===== src/design/jenc_settings.svh =====
`ifndef JENC_SETTINGS_SVH
`define JENC_SETTINGS_SVH

// Signed DCT coefficient at the input.
`define JENC_DW 15

// Signed coefficient after quantization.
`define JENC_QW 11

// 8 symbol bits plus up to 11 amplitude bits.
`define JENC_CODE_MAX 19

// Output byte counter.
`define JENC_SIZE_W 20

`endif


===== src/design/jenc_pkg.sv =====
package jenc_pkg;

    // Index of a coefficient inside its 8x8 block, zigzag order.
    typedef logic [5:0] coef_pos_t;

    // Fixed point reciprocal, 16 fractional bits.
    typedef logic [15:0] recip_t;

    // Luminance quantization divisors, listed in zigzag order.
    localparam logic [7:0] qtable [64] = '{
        8'd16,  8'd11,  8'd12,  8'd14,  8'd12,  8'd10,  8'd16,  8'd14,
        8'd13,  8'd14,  8'd18,  8'd17,  8'd16,  8'd19,  8'd24,  8'd40,
        8'd26,  8'd24,  8'd22,  8'd22,  8'd24,  8'd49,  8'd35,  8'd37,
        8'd29,  8'd40,  8'd58,  8'd51,  8'd61,  8'd60,  8'd57,  8'd51,
        8'd56,  8'd55,  8'd64,  8'd72,  8'd92,  8'd78,  8'd64,  8'd68,
        8'd87,  8'd69,  8'd55,  8'd56,  8'd80,  8'd109, 8'd81,  8'd87,
        8'd95,  8'd98,  8'd103, 8'd104, 8'd103, 8'd62,  8'd77,  8'd113,
        8'd121, 8'd112, 8'd100, 8'd120, 8'd92,  8'd101, 8'd103, 8'd99
    };

    // floor(65536 / d). Every table entry is at least 10, so the
    // result always fits in 16 bits.
    function automatic recip_t qrecip(input logic [7:0] d);
        logic [31:0] r;
        r = 32'd65536 / {24'd0, d};
        return r[15:0];
    endfunction

endpackage


===== src/design/coef_stream_if.sv =====
`include "jenc_settings.svh"

// Quantized coefficients with their zigzag position.
interface coef_stream_if;

    logic signed [`JENC_QW-1:0] coef;
    jenc_pkg::coef_pos_t        pos;
    logic                       frame_last;
    logic                       valid;
    logic                       hold;

    modport src (
        output coef, pos, frame_last, valid,
        input  hold
    );

    modport dst (
        input  coef, pos, frame_last, valid,
        output hold
    );

endinterface


===== src/design/code_stream_if.sv =====
`include "jenc_settings.svh"

// Variable length code words, right aligned in bits.
interface code_stream_if;

    logic [4:0]                  length;
    logic [`JENC_CODE_MAX-1:0]   bits;
    logic                        tlast;
    logic                        valid;
    logic                        hold;

    modport src (
        output length, bits, tlast, valid,
        input  hold
    );

    modport dst (
        input  length, bits, tlast, valid,
        output hold
    );

endinterface


===== src/design/coef_quant.sv =====
`include "jenc_settings.svh"

module coef_quant (
    input  logic signed [`JENC_DW-1:0]  di,
    input  logic                        di_valid,
    input  logic                        di_last,
    output logic                        di_hold,

    coef_stream_if.src                  q,

    input  logic                        clk,
    input  logic                        rst
);

    localparam int PW   = `JENC_DW + 16;
    localparam int QMAX = (1 << (`JENC_QW - 1)) - 1;

    jenc_pkg::recip_t       recip_rom [64];
    jenc_pkg::coef_pos_t    pos;

    logic                   s1_valid;
    logic [`JENC_DW-1:0]    s1_mag;
    logic                   s1_neg;
    jenc_pkg::recip_t       s1_recip;
    jenc_pkg::coef_pos_t    s1_pos;
    logic                   s1_last;

    logic                   adv1;
    logic                   adv2;
    logic                   take;
    logic [PW:0]            prod;
    logic [PW-16:0]         quot;
    logic [`JENC_QW-2:0]    qmag;

    // Reciprocals fold to constants at elaboration.
    for (genvar i = 0; i < 64; i++) begin : g_recip
        assign recip_rom[i] = jenc_pkg::qrecip(jenc_pkg::qtable[i]);
    end

    // Output stage moves when empty or accepted, stage 1 when stage 2 moves.
    assign adv2    = !q.valid || !q.hold;
    assign adv1    = !s1_valid || adv2;
    assign take    = di_valid && adv1;
    assign di_hold = !adv1;

    // ------------------------------
    // Rounded reciprocal multiply
    // ------------------------------
    assign prod = (PW+1)'(s1_mag) * (PW+1)'(s1_recip) + (PW+1)'(32'd32768);
    assign quot = prod[PW:16];
    assign qmag = (quot > (PW-15)'(QMAX)) ? (`JENC_QW-1)'(QMAX) : quot[`JENC_QW-2:0];

    always_ff @(posedge clk) begin
        if (rst) begin
            pos      <= '0;
            s1_valid <= 1'b0;
            q.valid  <= 1'b0;
        end else begin
            if (take) begin
                pos <= di_last ? '0 : pos + 1'b1;
            end
            if (adv1) begin
                s1_valid <= di_valid;
            end
            if (adv2) begin
                q.valid <= s1_valid;
            end
        end
    end

    always_ff @(posedge clk) begin
        if (take) begin
            s1_mag   <= di[`JENC_DW-1] ? `JENC_DW'(-di) : `JENC_DW'(di);
            s1_neg   <= di[`JENC_DW-1];
            s1_recip <= recip_rom[pos];
            s1_pos   <= pos;
            s1_last  <= di_last;
        end
        if (adv2 && s1_valid) begin
            q.coef       <= s1_neg ? -$signed({1'b0, qmag}) : $signed({1'b0, qmag});
            q.pos        <= s1_pos;
            q.frame_last <= s1_last;
        end
    end

endmodule


===== src/design/run_length_coder.sv =====
`include "jenc_settings.svh"

module run_length_coder (
    coef_stream_if.dst  q,
    code_stream_if.src  c,

    input  logic        clk,
    input  logic        rst
);

    localparam int VW = `JENC_QW + 1;
    localparam int CM = `JENC_CODE_MAX;

    logic signed [`JENC_QW-1:0] pred;
    logic [5:0]                 run;

    logic                       is_dc;
    logic                       is_zero;
    logic                       need_zrl;
    logic                       emit_eob;
    logic                       out_free;
    logic                       emit;
    logic                       accept;
    logic signed [VW-1:0]       val;
    logic [VW-1:0]              mag;
    logic [VW-1:0]              amp;
    logic [3:0]                 size;
    logic [7:0]                 sym;
    logic [CM-1:0]              amp_mask;
    logic [CM-1:0]              code_bits;
    logic [4:0]                 code_len;

    // Number of significant bits in a magnitude.
    function automatic logic [3:0] bit_size(input logic [VW-1:0] m);
        logic [3:0] n;
        n = '0;
        for (int i = 0; i < VW; i++) begin
            if (m[i]) begin
                n = 4'(i + 1);
            end
        end
        return n;
    endfunction

    // ------------------------------
    // Symbol and amplitude
    // ------------------------------
    always_comb begin
        is_dc = (q.pos == '0);
        if (is_dc) begin
            val = $signed({q.coef[`JENC_QW-1], q.coef}) - $signed({pred[`JENC_QW-1], pred});
        end else begin
            val = $signed({q.coef[`JENC_QW-1], q.coef});
        end
        is_zero  = (val == '0);
        mag      = val[VW-1] ? -val : val;
        amp      = val[VW-1] ? val - 1'b1 : val;  // one's complement form
        size     = bit_size(mag);
        amp_mask = (CM'(1) << size) - 1'b1;
        sym      = is_dc ? {4'd0, size} : {run[3:0], size};

        need_zrl = !is_dc && !is_zero && (run > 6'd15);
        emit_eob = !is_dc && is_zero && (q.pos == 6'd63);

        if (emit_eob) begin
            code_bits = '0;
            code_len  = 5'd8;
        end else if (need_zrl) begin
            code_bits = CM'(8'hF0);
            code_len  = 5'd8;
        end else begin
            code_bits = (CM'(sym) << size) | (CM'(amp) & amp_mask);
            code_len  = (is_dc ? 5'd4 : 5'd8) + 5'(size);
        end
    end

    // A ZRL word leaves the coefficient waiting upstream.
    assign out_free = !c.valid || !c.hold;
    assign emit     = q.valid && out_free && (is_dc || !is_zero || emit_eob);
    assign accept   = q.valid && out_free && !need_zrl;
    assign q.hold   = !out_free || need_zrl;

    always_ff @(posedge clk) begin
        if (rst) begin
            pred    <= '0;
            run     <= '0;
            c.valid <= 1'b0;
        end else begin
            if (out_free) begin
                c.valid <= emit;
            end
            if (accept) begin
                if (q.frame_last) begin
                    pred <= '0;
                end else if (is_dc) begin
                    pred <= q.coef;
                end
                if (is_dc || !is_zero || q.pos == 6'd63) begin
                    run <= '0;
                end else begin
                    run <= run + 1'b1;
                end
            end else if (emit) begin
                run <= run - 6'd16;
            end
        end
    end

    always_ff @(posedge clk) begin
        if (emit) begin
            c.bits   <= code_bits;
            c.length <= code_len;
            c.tlast  <= accept && q.frame_last;
        end
    end

endmodule


===== src/design/bit_packer.sv =====
`include "jenc_settings.svh"

module bit_packer (
    code_stream_if.dst  c,

    output logic [7:0]  byte_data,
    output logic        byte_valid,
    output logic        byte_last,
    input  logic        byte_hold,

    input  logic        clk,
    input  logic        rst
);

    localparam int CM = `JENC_CODE_MAX;

    // Valid bits sit at the top of acc, everything below cnt is zero.
    logic [31:0]    acc;
    logic [5:0]     cnt;
    logic           flush;

    logic           pop;
    logic           take;
    logic [31:0]    acc_shift;
    logic [5:0]     cnt_shift;
    logic [31:0]    code_left;

    // ------------------------------
    // Byte output
    // ------------------------------
    assign byte_valid = (cnt >= 6'd8) || (flush && cnt != '0);
    assign byte_last  = flush && (cnt != '0) && (cnt <= 6'd8);
    assign byte_data  = acc[31:24] | ((flush && cnt < 6'd8) ? (8'hFF >> cnt) : 8'h00);
    assign pop        = byte_valid && !byte_hold;

    // Nothing new enters until the padded tail has left.
    assign c.hold = flush || (7'(cnt) + 7'(c.length) > 7'd32);
    assign take   = c.valid && !c.hold;

    always_comb begin
        acc_shift = pop ? {acc[23:0], 8'h00} : acc;
        if (!pop) begin
            cnt_shift = cnt;
        end else if (cnt >= 6'd8) begin
            cnt_shift = cnt - 6'd8;
        end else begin
            cnt_shift = '0;
        end
        // Move the code word MSB to bit 31.
        code_left = {c.bits, {(32-CM){1'b0}}} << (5'(CM) - c.length);
    end

    always_ff @(posedge clk) begin
        if (rst) begin
            acc   <= '0;
            cnt   <= '0;
            flush <= 1'b0;
        end else begin
            if (take) begin
                acc <= acc_shift | (code_left >> cnt_shift);
                cnt <= cnt_shift + 6'(c.length);
            end else begin
                acc <= acc_shift;
                cnt <= cnt_shift;
            end
            if (take && c.tlast) begin
                flush <= 1'b1;
            end else if (pop && byte_last) begin
                flush <= 1'b0;
            end
        end
    end

endmodule


===== src/design/byte_stuffer.sv =====
`include "jenc_settings.svh"

module byte_stuffer (
    input  logic [7:0]                  byte_data,
    input  logic                        byte_valid,
    input  logic                        byte_last,
    output logic                        byte_hold,

    output logic [31:0]                 out_data,
    output logic [2:0]                  out_bytes,
    output logic                        out_tlast,
    output logic                        out_valid,
    input  logic                        out_hold,

    output logic [`JENC_SIZE_W-1:0]     size,
    input  logic                        size_clear,

    input  logic                        clk,
    input  logic                        rst
);

    // A 0x00 is owed after the last 0xFF taken.
    logic           zero_pend;
    logic           zero_last;

    logic [31:0]    asm_data;
    logic [1:0]     asm_cnt;

    logic [7:0]     s_data;
    logic           s_last;
    logic           s_valid;
    logic           s_take;
    logic           word_done;
    logic           out_free;
    logic [31:0]    merged;

    // ------------------------------
    // Stuffed byte stream
    // ------------------------------
    assign s_data  = zero_pend ? 8'h00 : byte_data;
    assign s_last  = zero_pend ? zero_last : (byte_last && byte_data != 8'hFF);
    assign s_valid = zero_pend || byte_valid;

    // Word closes on its fourth byte or at the end of the frame.
    assign out_free  = !out_valid || !out_hold;
    assign word_done = (asm_cnt == 2'd3) || s_last;
    assign s_take    = s_valid && (!word_done || out_free);
    assign byte_hold = zero_pend || (word_done && !out_free);

    always_comb begin
        for (int i = 0; i < 4; i++) begin
            if (i < asm_cnt) begin
                merged[31-8*i -: 8] = asm_data[31-8*i -: 8];
            end else if (i == asm_cnt) begin
                merged[31-8*i -: 8] = s_data;
            end else begin
                merged[31-8*i -: 8] = 8'h00;
            end
        end
    end

    always_ff @(posedge clk) begin
        if (rst) begin
            zero_pend <= 1'b0;
            asm_cnt   <= '0;
            out_valid <= 1'b0;
            size      <= '0;
        end else begin
            if (s_take) begin
                if (zero_pend) begin
                    zero_pend <= 1'b0;
                end else if (byte_data == 8'hFF) begin
                    zero_pend <= 1'b1;
                end
                asm_cnt <= word_done ? '0 : asm_cnt + 1'b1;
            end
            if (out_free) begin
                out_valid <= s_take && word_done;
            end
            if (size_clear) begin
                size <= '0;
            end else if (out_valid && !out_hold) begin
                size <= size + `JENC_SIZE_W'(out_bytes);
            end
        end
    end

    always_ff @(posedge clk) begin
        if (s_take) begin
            asm_data <= merged;
            if (!zero_pend) begin
                zero_last <= byte_last;
            end
        end
        if (s_take && word_done) begin
            out_data  <= merged;
            out_bytes <= 3'(asm_cnt) + 3'd1;
            out_tlast <= s_last;
        end
    end

endmodule


===== src/design/jenc_backend.sv =====
`include "jenc_settings.svh"

module jenc_backend (
    input  logic signed [`JENC_DW-1:0]  di,
    input  logic                        di_valid,
    input  logic                        di_last,
    output logic                        di_hold,

    output logic [31:0]                 out_data,
    output logic [2:0]                  out_bytes,
    output logic                        out_tlast,
    output logic                        out_valid,
    input  logic                        out_hold,

    output logic [`JENC_SIZE_W-1:0]     size,
    input  logic                        size_clear,

    input  logic                        clk,
    input  logic                        rst
);

    coef_stream_if  coef_if ();
    code_stream_if  code_if ();

    logic [7:0]     b_data;
    logic           b_valid;
    logic           b_last;
    logic           b_hold;

    coef_quant coef_quant (
        .q          (coef_if),
        .*
    );

    run_length_coder run_length_coder (
        .q          (coef_if),
        .c          (code_if),
        .*
    );

    bit_packer bit_packer (
        .c          (code_if),
        .byte_data  (b_data),
        .byte_valid (b_valid),
        .byte_last  (b_last),
        .byte_hold  (b_hold),
        .*
    );

    byte_stuffer byte_stuffer (
        .byte_data  (b_data),
        .byte_valid (b_valid),
        .byte_last  (b_last),
        .byte_hold  (b_hold),
        .*
    );

endmodule


===== config.mk =====
export PLATFORM = sky130hd
export DESIGN_NAME = jenc_backend
export DESIGN_NICKNAME = d
export VERILOG_FILES = /design/src/design/jenc_pkg.sv /design/src/design/coef_stream_if.sv /design/src/design/code_stream_if.sv /design/src/design/coef_quant.sv /design/src/design/run_length_coder.sv /design/src/design/bit_packer.sv /design/src/design/byte_stuffer.sv /design/src/design/jenc_backend.sv
export VERILOG_INCLUDE_DIRS = /design/src /design/src/design
export SDC_FILE = /design/constraint.sdc
export NUM_CORES = 1
export LEC_CHECK = 0
export BUFFER_PORTS_ARGS = -buffer_cell sky130_fd_sc_hd__buf_2
export CELL_PAD_IN_SITES_DETAIL_PLACEMENT = 0
export CELL_PAD_IN_SITES_GLOBAL_PLACEMENT = 1
export CORE_UTILIZATION = 55
export CTS_BUF_LIST = sky130_fd_sc_hd__clkbuf_4
export DETAILED_ROUTE_END_ITERATION = 12
export GPL_TIMING_DRIVEN = 1
export HOLD_SLACK_MARGIN = 0.05
export PLACE_DENSITY_LB_ADDON = 0.1
export SLEW_MARGIN = 10
export SYNTH_ARGS = -nofsm -noshare
export SYNTH_HDL_FRONTEND = slang
export SYNTH_SLANG_ARGS = --single-unit

===== constraint.sdc =====
create_clock -name clk -period 14.3 [get_ports clk]
set_input_delay 3.575 -clock clk [delete_from_list [all_inputs] [get_ports clk]]
set_output_delay 3.575 -clock clk [all_outputs]
set_load 0.05 [all_outputs]

---- Word-level counts from Yosys, hierarchy flattened ----
Memories as Yosys holds them, arrays and structs flattened. A register that Yosys moved wholly into a read port is not among the register bits.
Cells that the tools add are included.
storage, ports and cells
  memories kept ........................... 1
  bits in registers ....................... 224
  bits in read-only memories .............. 1,024
  output and inout bits ................... 58
  word-level logic and storage cells ...... 187
  bits of input ports ..................... 21
memories
  memory           words  bits a word  rd ports  clocked after Yosys merged registers in  wr ports  line              source
  (no name shown)  64     16           1         1                                        0         coef_quant.sv:75  s1_recip <= recip_rom[pos];
cells by class
  magnitude comparators ................... 9
  multipliers ............................. 1
  add/subtract/negate cells ............... 18
  bitwise operators ....................... 6
  mux-type cells .......................... 47
  shift-type cells ........................ 5
  eq/ne operators ......................... 7
  reduce and logical (&&, ||, !) cells .... 62
operators with widths
  cell                                                                    count
  8-bit two-way mux                                                       11
  32-bit two-way mux                                                      2
  6-bit two-way mux                                                       7
  12-bit two-way mux                                                      3
  31-bit by 16-bit adder with 32-bit output, second input constant        1
  32-bit OR                                                               1
  32-bit by 5-bit left shift with 32-bit output                           1
  32-bit by 6-bit >> shifter with 32-bit output                           1
  15-bit by 16-bit multiplier with 31-bit output                          1
  4-bit two-way mux                                                       6
  1-bit logical AND                                                       22
  11-bit two-way mux                                                      2
  20-bit by 3-bit adder with 20-bit output                                1
  10-bit two-way mux                                                      2
  12-bit by 19-bit bitwise AND with 19-bit output                         1
  19-bit OR                                                               1
  1-bit by 4-bit left shift with 19-bit output, first input constant      1
  8-bit by 4-bit left shift with 19-bit output                            1
  19-bit by 1-bit subtractor with 19-bit output, second input constant    1
  16-bit by 10-bit > comparator with 1-bit output, second input constant  1
  1-bit logical NOT                                                       15
  15-bit negator                                                          1
  1-bit logical OR                                                        14
  14-bit two-way mux                                                      1
  other kinds (40)                                                        57

---- Logic depth before layout (Yosys ltp) ----
Gate-level depths: netlist of run 1.
  depth after elaboration ................. 21
  mapped depth ............................ 35
  depth with buffers taken out ............ 33

---- Hierarchy ----
From an unflattened synthesis of run 1, not the netlist that was laid out.
unflattened totals
  cell total of the unflattened synthesis .. 2,627
  area total of the unflattened synthesis .. 23,000.8 µm²
modules (own cells, without submodules)
  module            area each (µm²)  cells an instance  instances
  coef_quant        10,931.7         1,235              1
  bit_packer        4,391.7          576                1
  run_length_coder  4,154.0          522                1
  byte_stuffer      3,523.4          294                1

---- Least setup slack after synthesis of run 1 ----
Ideal clock, no wire load.
  kind .................................... register to register
  start point ............................. register coef_quant.s1_recip[6]
  end point ............................... register coef_quant.q.coef[10] (data pin)
  path slack .............................. 6.229 ns
  required time ........................... 14.036 ns
  arrival ................................. 7.807 ns
  stages on the path, launching flop included .. 34
  period minus slack after synthesis ...... 8.071 ns
  cell sequence ........................... edfxtp_1 > clkbuf_1 > and2_1 > fa_1 > inv_1 > fa_1 > inv_1 > fa_1 > inv_1 > fa_1 > inv_1 > fa_1 > inv_1 > fa_1 > inv_1 > ha_1 > nand4_1 > a21oi_1 > a221o_1 > o221a_1 > o31a_1 > o21ai_1 > o21ai_0 > a21oi_1 > nor2b_1 > o21ai_0 > nand4_1 > clkbuf_1 > nor2_1 > ha_1 > and3b_1 > and3_1 > nand3_1 > o41a_1
between the ends
  longest elaborated chain between the ends .. 5
RTL lines
  what                                              line                  source
  from (decl)                                       coef_quant.sv:24      jenc_pkg::recip_t s1_recip;
  15-bit by 16-bit multiplier with 31-bit output *  coef_quant.sv:49      assign prod = (PW+1)'(s1_mag) * (PW+1)'(s1_recip) + (PW+1)'(32'd32768);
  31-bit by 16-bit adder with 32-bit output *       coef_quant.sv:49
  16-bit by 10-bit > comparator with 1-bit output   coef_quant.sv:51      assign qmag = (quot > (PW-15)'(QMAX)) ? (`JENC_QW-1)'(QMAX) : quot[`JENC_QW-2:0];
  10-bit two-way mux *                              coef_quant.sv:51
  10-bit negator with 11-bit output *               coef_quant.sv:80      q.coef <= s1_neg ? -$signed({1'b0, qmag}) : $signed({1'b0, qmag});
  to (signal assigned)                              coef_quant.sv:80
  to (decl)                                         coef_stream_if.sv:13  output coef, pos, frame_last, valid,
Every way passes the cells marked *; elsewhere a longest branch is shown, timed or not.
A chain may end at the register's enable or synchronous reset.

---- Worst setup path after layout of run 1 ----
  start point ............................. register coef_quant.q.pos[5]
  end point ............................... output port di_hold
between the ends
  longest elaborated chain between the ends .. 11
  elaborated cells between the ends (all ways) .. 12
RTL lines
  what                               line                    source
  from (decl)                        coef_stream_if.sv:13
  from (signal assigned)             coef_quant.sv:81        q.pos <= s1_pos;
  6-bit logical NOT *                run_length_coder.sv:49  is_dc = (q.pos == '0);
  12-bit two-way mux                 run_length_coder.sv:50  if (is_dc) begin
  12-bit logical NOT                 run_length_coder.sv:55  is_zero = (val == '0);
  1-bit logical NOT                  run_length_coder.sv:62  need_zrl = !is_dc && !is_zero && (run > 6'd15);
  1-bit logical AND * (2 in series)  run_length_coder.sv:62
  1-bit logical OR *                 run_length_coder.sv:81  assign q.hold = !out_free || need_zrl;
  1-bit logical NOT *                coef_quant.sv:41        assign adv2 = !q.valid || !q.hold;
  1-bit logical OR *                 coef_quant.sv:41
  1-bit logical OR *                 coef_quant.sv:42        assign adv1 = !s1_valid || adv2;
  1-bit logical NOT *                coef_quant.sv:44        assign di_hold = !adv1;
  to (decl)                          jenc_backend.sv:7       output logic di_hold,
Marks and branches as above.

==> metrics.txt, run 1 <==
Reg-to-Reg End=coef_quant.q.coef[10]$_SDFFCE_PN0P_; status=completed; WL/cell=17.8 µm; crit end category=primary output; post-synth top area share=0.195; initial antenna violation count=2; DRC=0; number of global-route vias before repair=17.3k; Least-Margin Pin Slew=between 1 and 1.5 ns; Worst-path clk slew=around 0.07 ns; Final HPWL DP=40400 µm; GRT Overall Usage=0.276; leakage=0.00986 µW; sequential power share=0.252; Max Slew Vio Count=0; Setup CP Type=reg2out; Final TNS setup=0 ns; pin count of the biggest net entering global routing=71; #FFs+latches synth=between 200 and 250; Post-synth ARST share=0; Setup-failing EPs final=0; # hold bufs at CTS=0; Top-Level Pins=79; Synth Warn #=0; Tot Pwr=3740 µW; Post-Syn Nets=2760; Peak Freq=110 MHz; WL final=54000 µm; Clock H-tree levels=2; Post-synth EDFFs=140; cell mode on critical path=nand2_1; critical path depth in cells=15; antenna-violating nets left=0; NetSw=between 1500 and 2000 µW; Worst VDD drop=0.132 mV; min-delay worst type=reg2reg; Crit-path slowest cell=nor4_4; Overflow after GRT=0; worst-case clock buffer depth=3; Num CTS Buffers=59; Layout area overhead=6.91%; CP Cell Sequence=nor4_4, nand2_4, clkinv_4, nand2_1, o21ai_0, ha_1, nor4b_2, a41oi_4, or3_4, or4_4, o21ai_2, a21boi_0, nand2_1, inv_1, buf_2; postcts setup bufs=0; WP buf/inv=3; Netlist cell types=105; worst endpoint required time=between 10 and 15 ns; Starting Density=0.557; cells on worst reg2reg path=32; Final Hold Fails=0; RSZ-0062 raised after global routing=false; CTS tree=yes; # Max-Cap Violations=0; Power Density=162 mW/mm²; Root Buffer=clkbuf_4; Relative slew margins=0.235; DIE HEIGHT=roughly 200 µm; first-pass GRT wire length=87900 µm; CTS-repair resized insts=0; leading area contributor after synthesis=edfxtp_1; Final Net Count=2788; Vias=17.7k; Final Skew=0.0659 ns; Final period util=0.638; Synth Area per Inst=8.84 µm²; DIE AREA=between 0.03 and 0.04 mm²; Synth Cell Area=0.0215 mm²; gp weighted congestion=0.905; Crit Path Max Fanout=33; slowest stage delay, CP=0.59 ns; layout cell share with drive strength beyond 1=0.112; synth top area cells=edfxtp_1, fa_1, ha_1; drt via density=5.84; Primary FF master, synth=edfxtp_1; Post-Place Worst Slack=5.83 ns; Critical R2R Launch=coef_quant.s1_recip[5]$_DFFE_PP_; Core ar.=0.0386 mm²; Final WS setup=slightly above 5 ns; drt pass-1 iters=5; Crit path max-delay family=simple AND/OR/NAND/NOR gates; switching share of power=0.448; # rows=between 70 and 80; Internal Pwr Total=2060 µW; chip width=approximately 200 µm; minimum clock period=9.13 ns; PortBufs=78; Crit path arrival time=5.55 ns; Sink Count=229; Gate power share=0.586; CP endpoint=di_hold; Reg2Reg Setup Slack=5.88 ns; clk_lat worst skew=0.79 ns; Mapped Cells=between 2k and 2.5k; Startpoint Class=flip-flop; Clk pwr share=0.162; Worst Setup SP=coef_quant.q.pos[5]$_DFFE_PP_; drt initial violations=1005; Seq/Total Area, Yosys=0.278
[layer usage]
layer	track usage	part of all wire	vias to the layer above
li1	-	-	8529
met1	0.361	0.44	8668
met2	0.475	0.49	456
met3	0.0408	0.044	70
met4	0.0755	0.020	0
met5	0	0	-
[cells in the mapped netlist (16+ instances only)]
cell      number
and2_1       112
ha_1         155
clkbuf_1     109
fa_1         147
inv_1        241
xnor2_1       44
a22o_1        17
nand3_1       35
o21ai_0       87
nor2b_1       34
dfxtp_1       89
mux2i_1       44
o22ai_1       20
a21oi_1      144
nor3_1        41
or3_1         17
nand2_1      296
o211ai_1      19
a22oi_1       19
xor2_1        22
a31oi_1       33
mux2_2        19
edfxtp_1     140
nand2b_1      17
nor2_1       228
a211oi_1      21
a21o_1        16
[cell families after synthesis]
family | after synthesis | share of synthesized area
multiplexers | 78 | 0.0457
XOR/XNOR | 66 | 0.0268
buffers and inverters | 375 | 0.0674
flip-flops | 229 | 0.278
AO/OA/AOI/OAI | 523 | 0.164
adder cells (fa/ha/maj) | 303 | 0.227
AND/OR/NAND/NOR | 863 | 0.191
[per-stage QoR]
step            util  cell area [µm²]  instances  hold slack (ns)
2_1_floorplan      -            21500       2437            0.400
4_1_cts        0.595            23000       3032            0.413
3_5_place_dp   0.574            22200       2922            0.415
6_report       0.596            23000       3034            0.428
3_3_place_gp   0.574            22200       2922            0.416
5_1_grt        0.596            23000       3034            0.445
[power by group through the flow]
stage | Clock [µW] | Sequential, µW | Combinational (µW)
after floorplan | 0 | 911 | 1740
after global placement | 0 | 953 | 2150
after detailed placement | 0 | 956 | 2180
after CTS | 624 | 942 | 2200
after global routing | 658 | 954 | 2500
final | 605 | 942 | 2190
[cell type report]
cell class | count | area (µm²)
sequential | 229 | 5990
antenna | 2 | 5.00
timing repair buffer | 94 | 510
tap | 518 | 648
fill | 3457 | 15600
clock buffer | 100 | 751
multi-input combinational | 1833 | 14100
inverter | 248 | 936
clock inverter | 10 | 75.1
[sequential cells by signal, indices dropped and copies added (netlist names), 2 cells and up]
| signal | cells |
|---|---|
| run_length_coder.c.bits | 19 |
| bit_packer.cnt | 6 |
| run_length_coder.c.length | 5 |
| byte_stuffer.out_bytes | 3 |
| run_length_coder.run | 6 |
| coef_quant.q.pos | 6 |
| bit_packer.acc | 32 |
| byte_stuffer.asm_data | 24 |
| run_length_coder.pred | 11 |
| coef_quant.s1_pos | 6 |
| byte_stuffer.out_data | 32 |
| coef_quant.pos | 6 |
| byte_stuffer.asm_cnt | 2 |
| coef_quant.q.coef | 11 |
| coef_quant.s1_mag | 15 |
| coef_quant.s1_recip | 13 |
| byte_stuffer.size | 20 |
[how the worst min path moves through the flow]
| stage | start | slack (ns) | to | cells past startpoint |
|---|---|---|---|---|
| 2_1_floorplan | coef_quant.s1_last$_DFFE_PP_ | 0.40 | coef_quant.q.frame_last$_DFFE_PP_ | 0 |
| 5_1_grt | coef_quant.s1_pos[5]$_DFFE_PP_ | 0.45 | coef_quant.q.pos[5]$_DFFE_PP_ | 0 |
| 4_1_cts | coef_quant.s1_pos[1]$_DFFE_PP_ | 0.41 | coef_quant.q.pos[1]$_DFFE_PP_ | 0 |
| 3_5_place_dp | coef_quant.s1_pos[5]$_DFFE_PP_ | 0.42 | coef_quant.q.pos[5]$_DFFE_PP_ | 0 |
| 3_3_place_gp | coef_quant.s1_last$_DFFE_PP_ | 0.42 | coef_quant.q.frame_last$_DFFE_PP_ | 0 |
| 6_report | coef_quant.s1_pos[1]$_DFFE_PP_ | 0.43 | coef_quant.q.pos[1]$_DFFE_PP_ | 0 |
[cells in the final DEF (no fill, tap or decap), drive strengths merged, types with 16 or more instances in the layout]
master / n
mux2i: 44
nor2b: 34
o22ai: 20
mux2: 20
fa: 147
nor2: 230
a22o: 17
inv: 244
buf: 94
xor2: 22
nor3: 44
o211ai: 21
ha: 155
a22oi: 19
clkbuf: 100
a21oi: 147
a211oi: 24
o21ai: 104
dfxtp: 89
nand2b: 17
nand3: 35
a31oi: 33
edfxtp: 140
and2: 113
xnor2: 44
a21o: 16
nand2: 297
or3: 18
No activity file was read; power rests on OpenSTA's default activity.
==> inputs of run 2 (changes only) <==
--- a/config.mk
+++ b/config.mk
@@ -9,7 +9,7 @@
 export BUFFER_PORTS_ARGS = -buffer_cell sky130_fd_sc_hd__buf_2
 export CELL_PAD_IN_SITES_DETAIL_PLACEMENT = 0
 export CELL_PAD_IN_SITES_GLOBAL_PLACEMENT = 1
-export CORE_UTILIZATION = 55
+export CORE_UTILIZATION = 46
 export CTS_BUF_LIST = sky130_fd_sc_hd__clkbuf_4
 export DETAILED_ROUTE_END_ITERATION = 12
 export GPL_TIMING_DRIVEN = 1
==> constraint.sdc (replaced) <==
create_clock -name clk -period 8.3 [get_ports clk]
set_input_delay 2.075 -clock clk [delete_from_list [all_inputs] [get_ports clk]]
set_output_delay 2.075 -clock clk [all_outputs]
set_load 0.05 [all_outputs]
==> run 2 against run 1 <==
  * Via count about the same
  * Cell count increased by 4.2%
  * Die area increased by 19%
  * Clock skew decreased by 0.0055 ns
  * First-iteration DRC count increased by 18%
  * Design area increased by 1.7%
  * Clock power increased by 69%
  * Worst setup slack got worse by 4.7 ns
  * Global-route usage decreased by 3.8 points
  * Sequential share of layout area decreased by 0.43 points
  * Flip-flop and latch count unchanged
  * Largest power group unchanged
  * Highest routed layer is now met5
==> metrics.txt, run 2 (same netlist as run 1, synthesis figures left out) <==
Setup CP Type=reg2reg; # Max-Cap Violations=0 (unchanged); Clk pwr share=0.153 (-0.009); RSZ-0062 raised after global routing=false; Finished Layout Cells=3161 (+4.2%); crit end category=flip-flop; Final Skew=0.0604 ns (-0.00551 ns); Hold EP=coef_quant.q.pos[5]$_DFFE_PP_; WL/cell=17.7 µm (-0.69%); worst endpoint required time=8.82 ns (-1.90 ns); # hold bufs at CTS=0 (unchanged); Starting Density=0.470 (-0.0867); sequential power share=0.241 (-0.011); DIE HEIGHT=218 µm (+9.3%); PortBufs=78 (unchanged); Vias=17.7k (-0.085%); most frequent cells in the layout=nand2_1, inv_1, nor2_1, ha_1, fa_1; chip width=218 µm (+9.3%); Core ar.=0.0458 mm² (+18%); initial antenna violation count=4 (+2); min-delay worst type=reg2reg; commonest non-fill, non-tap cell in the layout=nand2_1; Reg-to-Reg End=coef_quant.q.coef[10]$_SDFFCE_PN0P_; clk_lat worst skew=0.80 ns (about the same); Crit path arrival time=8.38 ns (+2.83 ns); Worst Hold Launch=coef_quant.s1_pos[5]$_DFFE_PP_; gp weighted congestion=0.890 (-1.6%); WL final=55900 µm (+3.5%); Top-Level Pins=79 (unchanged); Worst VDD drop=0.277 mV (+110%); Sink Count=229 (unchanged); Num CTS Buffers=61 (+3.4%); layout cell share with drive strength beyond 1=0.126 (+0.0138); cells on worst reg2reg path=30 (-6.3%); pin count of the biggest net entering global routing=71 (unchanged); Final TNS setup=0 ns (unchanged); Root Buffer=clkbuf_4; Layout area overhead=8.73%; Tot Pwr=6650 µW (+78%); CTS tree=yes; status=completed; Crit path max-delay family=adder cells; Least-Margin Pin Slew=1.14 ns (-0.00947 ns); Crit-path slowest cell=fa_1; Post-Place Worst Slack=-0.0501 ns (-5.88 ns); Power Density=284 mW/mm² (+75%); Final Hold Fails=0 (unchanged); GRT Overall Usage=0.238 (-0.0381); Hold Path Depth=0 (unchanged); Reg2Reg Setup Slack=0.44 ns (-5.44 ns); Final HPWL DP=42600 µm (+5.5%); Worst-path clk slew=0.06 ns (about the same); Critical R2R Launch=coef_quant.s1_recip[7]$_DFFE_PP_; Peak Freq=127 MHz; minimum clock period=7.86 ns; DRC=0 (unchanged); Final WS setup=0.436 ns (-4.74 ns); Max Slew Vio Count=0 (unchanged); first-pass GRT wire length=91100 µm (+3.7%); Internal Pwr Total=3630 µW (+76%); worst-case clock buffer depth=3 (unchanged); number of global-route vias before repair=17.6k (+1.3%); slowest stage delay, CP=0.54 ns (-0.05 ns); NetSw=3020 µW (+81%); Placed Instances=3035 (+3.9%); Final period util=0.947; Crit Path Max Fanout=4 (-88%); # rows=78 (+8.3%); drt pass-1 iters=5 (unchanged); drt via density=5.60 (-4.1%); Gate power share=0.606 (+0.020); cell mode on critical path=fa_1; drt initial violations=1186 (+18%); switching share of power=0.455 (+0.00719); Setup-failing EPs final=0 (unchanged); Clock H-tree levels=2 (unchanged); Relative slew margins=0.242 (+0.00736); DIE AREA=0.0477 mm² (+19%); Largest regs=bit_packer.acc (32), byte_stuffer.out_data (32), byte_stuffer.asm_data (24); leakage=0.0101 µW (+2.0%); Final Net Count=2829 (+1.5%); Startpoint Class=flip-flop; WP buf/inv=6 (+3); antenna-violating nets left=0 (unchanged); Overflow after GRT=0 (unchanged)
-- run 2: power by group through the flow --
stage / registers, µW / clock network (µW) / logic [µW]
2_1_floorplan: 1570 / 0 / 3000
3_3_place_gp: 1620 / 0 / 3890
3_5_place_dp: 1630 / 0 / 3930
4_1_cts: 1600 / 1060 / 3970
5_1_grt: 1630 / 1110 / 4610
6_report: 1600 / 1020 / 4030
-- run 2: layout make-up --
| cell class | instances | area [µm²] |
|---|---|---|
| fill | 4410 | 22400 |
| multi-input combinational | 1833 | 14100 |
| sequential | 229 | 5990 |
| inverter | 248 | 936 |
| timing repair buffer | 133 | 803 |
| tap | 600 | 751 |
| clock buffer | 90 | 676 |
| clock inverter | 24 | 124 |
| antenna | 4 | 10.0 |
-- run 2: worst max path at each step --
stage	start	endpoint	slack [ns]	cells after the start
6_report	coef_quant.s1_recip[7]$_DFFE_PP_	coef_quant.q.coef[10]$_SDFFCE_PN0P_	0.44	30
5_1_grt	coef_quant.s1_recip[7]$_DFFE_PP_	coef_quant.q.coef[10]$_SDFFCE_PN0P_	0.002	30
4_1_cts	coef_quant.s1_recip[6]$_DFFE_PP_	coef_quant.q.coef[10]$_SDFFCE_PN0P_	0.11	31
3_5_place_dp	coef_quant.s1_recip[7]$_DFFE_PP_	coef_quant.q.coef[10]$_SDFFCE_PN0P_	-0.05	30
3_3_place_gp	coef_quant.s1_recip[7]$_DFFE_PP_	coef_quant.q.coef[10]$_SDFFCE_PN0P_	0.08	30
2_1_floorplan	coef_quant.s1_recip[6]$_DFFE_PP_	coef_quant.q.coef[10]$_SDFFCE_PN0P_	0.23	33
-- run 2: metrics by stage --
stage | hold slack, ns | util | cell area [µm²]
floorplan | 0.400 | - | 21500
global placement | 0.411 | 0.492 | 22500
detailed placement | 0.409 | 0.492 | 22500
CTS | 0.428 | 0.510 | 23300
global route | 0.430 | 0.511 | 23400
finish | 0.423 | 0.512 | 23400
-- run 2: repair_timing --
item / 4_1_cts / 5_1_grt
hold endpoints to repair: 0 / 0
resized for setup: 0 / 6
buffers inserted: 1 / 7
setup endpoints to repair: 1 / 4
cloned: 0 / 0
pin swaps: 0 / 7
-- run 2: metal layers --
metal	vias up	part of all wire	track usage
li1	8642	-	-
met1	8546	0.46	0.320
met2	419	0.47	0.393
met3	99	0.047	0.0366
met4	2	0.024	0.0711
met5	-	0.00023	0
-- run 2: worst register-to-register path: cells and delay by family, from the launching register on --
| family | cells | cell delay (ns) |
|---|---|---|
| AOI/OAI and AO/OA | 8 | 1.84 |
| buffers and inverters | 6 | 0.54 |
| and+or+nand+nor | 7 | 1.07 |
| adders and majority gates | 8 | 3.54 |
| DFF | 1 | 0.48 |
| xor gates and xnor gates | 1 | 0.14 |
==> inputs of run 3 (changes only) <==
--- a/config.mk
+++ b/config.mk
@@ -6,10 +6,11 @@
 export SDC_FILE = /design/constraint.sdc
 export NUM_CORES = 1
 export LEC_CHECK = 0
+export ABC_AREA = 1
 export BUFFER_PORTS_ARGS = -buffer_cell sky130_fd_sc_hd__buf_2
 export CELL_PAD_IN_SITES_DETAIL_PLACEMENT = 0
 export CELL_PAD_IN_SITES_GLOBAL_PLACEMENT = 1
-export CORE_UTILIZATION = 46
+export CORE_UTILIZATION = 44
 export CTS_BUF_LIST = sky130_fd_sc_hd__clkbuf_4
 export DETAILED_ROUTE_END_ITERATION = 12
 export GPL_TIMING_DRIVEN = 1
==> run 3 against run 2 <==
  * Flip-flop and latch count unchanged
  * Core utilization decreased by 2.9 points
  * Power increased by 21%
  * Die area increased by 3.8%
  * Global-route usage decreased by 0.40 points
  * Critical path type unchanged
  * Critical endpoint is now coef_quant.q.coef[8]$_DFFE_PP_
  * Design area decreased by 1.4%
  * Clock skew increased by 0.024 ns
  * Non-clock buffer count decreased by 39
  * Clock-buffer cell count increased by 1
==> metrics.txt, run 3 <==
Post-Syn Nets=3221 (+17%); first-pass GRT wire length=93800 µm (+3.0%); pin count of the biggest net entering global routing=55 (-23%); Relative slew margins=0.288 (+0.0461); DIE AREA=0.0495 mm² (+3.8%); Overflow after GRT=0 (unchanged); switching share of power=0.519 (+0.0641); most frequent cells in the layout=nand2_1, inv_1, nor2_1, nand3_1, ha_1; Routed met1 length=25600 µm (+0.29%); Synth Area per Inst=7.38 µm² (-16%); Crit Path Max Fanout=15 (+11); leading area contributor after synthesis=edfxtp_1; Final HPWL DP=44600 µm (+4.9%); Gate power share=0.671 (+0.065); number of global-route vias before repair=18.6k (+5.9%); gp weighted congestion=0.894 (+0.38%); Mapped Cells=2898 (+19%); Final Hold Fails=0 (unchanged); Internal Pwr Total=3860 µW (+6.4%); top-count cell post-synth=nand2_1; Synth Cell Area=0.0214 mm² (-0.64%); layout cell share with drive strength beyond 1=0.0788 (-0.0467); Primary FF master, synth=edfxtp_1; most common library cells after synthesis=nand2_1, inv_1, nor2_1; worst endpoint required time=8.81 ns (about the same); Final period util=0.886 (-0.0612); sequential power share=0.204 (-0.037); Final Net Count=3280 (+16%); DR top layer=met4; Peak Freq=136 MHz (+6.9%); Final Util=0.482 (-0.0292); Setup CP Type=reg2reg; antenna-violating nets left=0 (unchanged); Crit path arrival time=7.87 ns (-0.51 ns); postcts setup bufs=0 (-1); Fill cells=4889 (+11%); WL/cell=15.8 µm (-11%); Synth Warn #=0 (unchanged); drt initial violations=1222 (+3.0%); Placed Instances=3509 (+16%); Clock H-tree levels=2 (unchanged); Layout area overhead=7.86%; Largest regs=bit_packer.acc (32), byte_stuffer.out_data (32), byte_stuffer.asm_data (24); post-synth top area share=0.197 (+0.00127); Netlist cell types=58 (-45%); Starting Density=0.447 (-0.0233); Worst VDD drop=0.324 mV (+17%); Post-synth ARST share=0 (unchanged); Final Skew=0.0846 ns (+0.0242 ns); Clk pwr share=0.125 (-0.028); synth top area cells=edfxtp_1, nand2_1, fa_1; CTS-repair resized insts=0 (unchanged); # hold bufs at CTS=0 (unchanged); met2 routed WL=28100 µm (+6.5%); Power Density=348 mW/mm² (+22%); commonest non-fill, non-tap cell in the layout=nand2_1; Top-Level Pins=79 (unchanged); Num CTS Buffers=61 (unchanged); CTS tree=yes; met3 wire length=2060 µm (-21%); worst-case clock buffer depth=3 (unchanged); Startpoint Class=flip-flop; # rows=80 (+2.6%); # Max-Cap Violations=0 (unchanged); drt pass-1 iters=6 (+1); chip width=223 µm (+1.9%); Core ar.=0.0478 mm² (+4.5%); status=completed; drt via density=5.15 (-8.2%); DRC=0 (unchanged); Post-synth EDFFs=140 (unchanged); Final TNS setup=0 ns (unchanged); Seq/Total Area, Yosys=0.280 (+0.00180); Vias=18.7k (+5.3%); Finished Layout Cells=3625 (+15%); crit end category=flip-flop; Sink Count=229 (unchanged); Least-Margin Pin Slew=1.07 ns (-0.0703 ns); Max Slew Vio Count=0 (unchanged); GRT Overall Usage=0.234 (-0.00398); NetSw=4160 µW (+38%); Root Buffer=clkbuf_4; initial antenna violation count=2 (-2); clk_lat worst skew=0.80 ns (about the same); min-delay worst type=reg2reg; #FFs+latches synth=229 (unchanged); PortBufs=78 (unchanged); WL final=57200 µm (+2.2%); DIE HEIGHT=223 µm (+1.9%); leakage=0.0115 µW (+15%); minimum clock period=7.36 ns (-0.508 ns); Worst-path clk slew=0.07 ns (about the same); Setup-failing EPs final=0 (unchanged); RSZ-0062 raised after global routing=false
run 3: cell count changes in the layout (fill, tap and decap cells not counted), sizes merged, moves of 20 or more:
cell	change
nand2	+497
inv	+282
nand3	+132
and2	-110
o21ai	+64
buf	-39
mux2i	-35
nor2b	-34
xnor2	-32
nor2	-25
mux2	-20
run 3: final timing paths:
path	from	end	slack (ns)	depth (start not counted)
min	coef_quant.s1_pos[5]$_DFFE_PP_	coef_quant.q.pos[5]$_DFFE_PP_	0.38	0
max reg2reg	coef_quant.s1_recip[7]$_DFFE_PP_	coef_quant.q.coef[8]$_DFFE_PP_	0.94	27
max	coef_quant.s1_recip[7]$_DFFE_PP_	coef_quant.q.coef[8]$_DFFE_PP_	0.94	27
min reg2reg	coef_quant.s1_pos[5]$_DFFE_PP_	coef_quant.q.pos[5]$_DFFE_PP_	0.38	0
run 3: power groups by stage:
stage / clock (µW) / sequential (µW) / combinational [µW]
6_report: 1000 / 1640 / 5380
3_3_place_gp: 0 / 1660 / 5380
5_1_grt: 1100 / 1660 / 6160
3_5_place_dp: 0 / 1660 / 5380
4_1_cts: 1040 / 1640 / 5440
2_1_floorplan: 0 / 1580 / 4100
run 3: cells by family after synthesis:
| group | share of synthesized area |
|---|---|
| fa+ha+maj | 0.228 |
| simple gates | 0.246 |
| compound gates | 0.108 |
| flops | 0.280 |
| mux | 0.00421 |
| xor+xnor | 0.0217 |
| buf+inv | 0.112 |
run 3: worst max-delay path, stage by stage, from the launching register on:
cell and delay (ns):
edfxtp_1 0.67, nand2_1 0.14, inv_1 0.06, fa_1 0.53, inv_1 0.06, fa_1 0.55, inv_1 0.06, fa_1 0.53
fa_1 0.45, fa_1 0.55, inv_1 0.05, fa_1 0.52, inv_1 0.04, ha_1 0.32, a21oi_1 0.20, o21ai_0 0.11
nand2_1 0.07, nand3_1 0.11, a21boi_0 0.37, o21bai_1 0.11, nor3_1 0.18, nand2_1 0.20, nor2_1 0.23, ha_1 0.21
nand4_1 0.11, or2_2 0.32, o21ai_0 0.28, xor2_1 0.10
run 3: layout make-up:
cell class,count,area (µm²),share of cell area
antenna,2,5.00,0.000217
clock buffer,91,683,0.0296
clock inverter,23,115,0.00499
inverter,531,1990,0.0864
multi-input combinational,2040,13000,0.564
sequential,229,5990,0.259
tap,615,769,0.0333
timing repair buffer,94,510,0.0221
run 3: per-layer routing:
layer	vias up	track usage
met5	-	0
met4	0	0.0736
met3	97	0.0291
met2	416	0.411
met1	8751	0.298
li1	9388	-
run 3: metrics by stage:
step	setup slack (ns)	hold WS [ns]	area, µm²	total power (µW)
4_1_cts	0.945	0.386	23100	8120
5_1_grt	0.413	0.394	23100	8920
3_3_place_gp	1.04	0.402	22300	7040
6_report	0.944	0.382	23100	8020
2_1_floorplan	1.48	0.400	21400	5680
3_5_place_dp	0.895	0.406	22300	7040
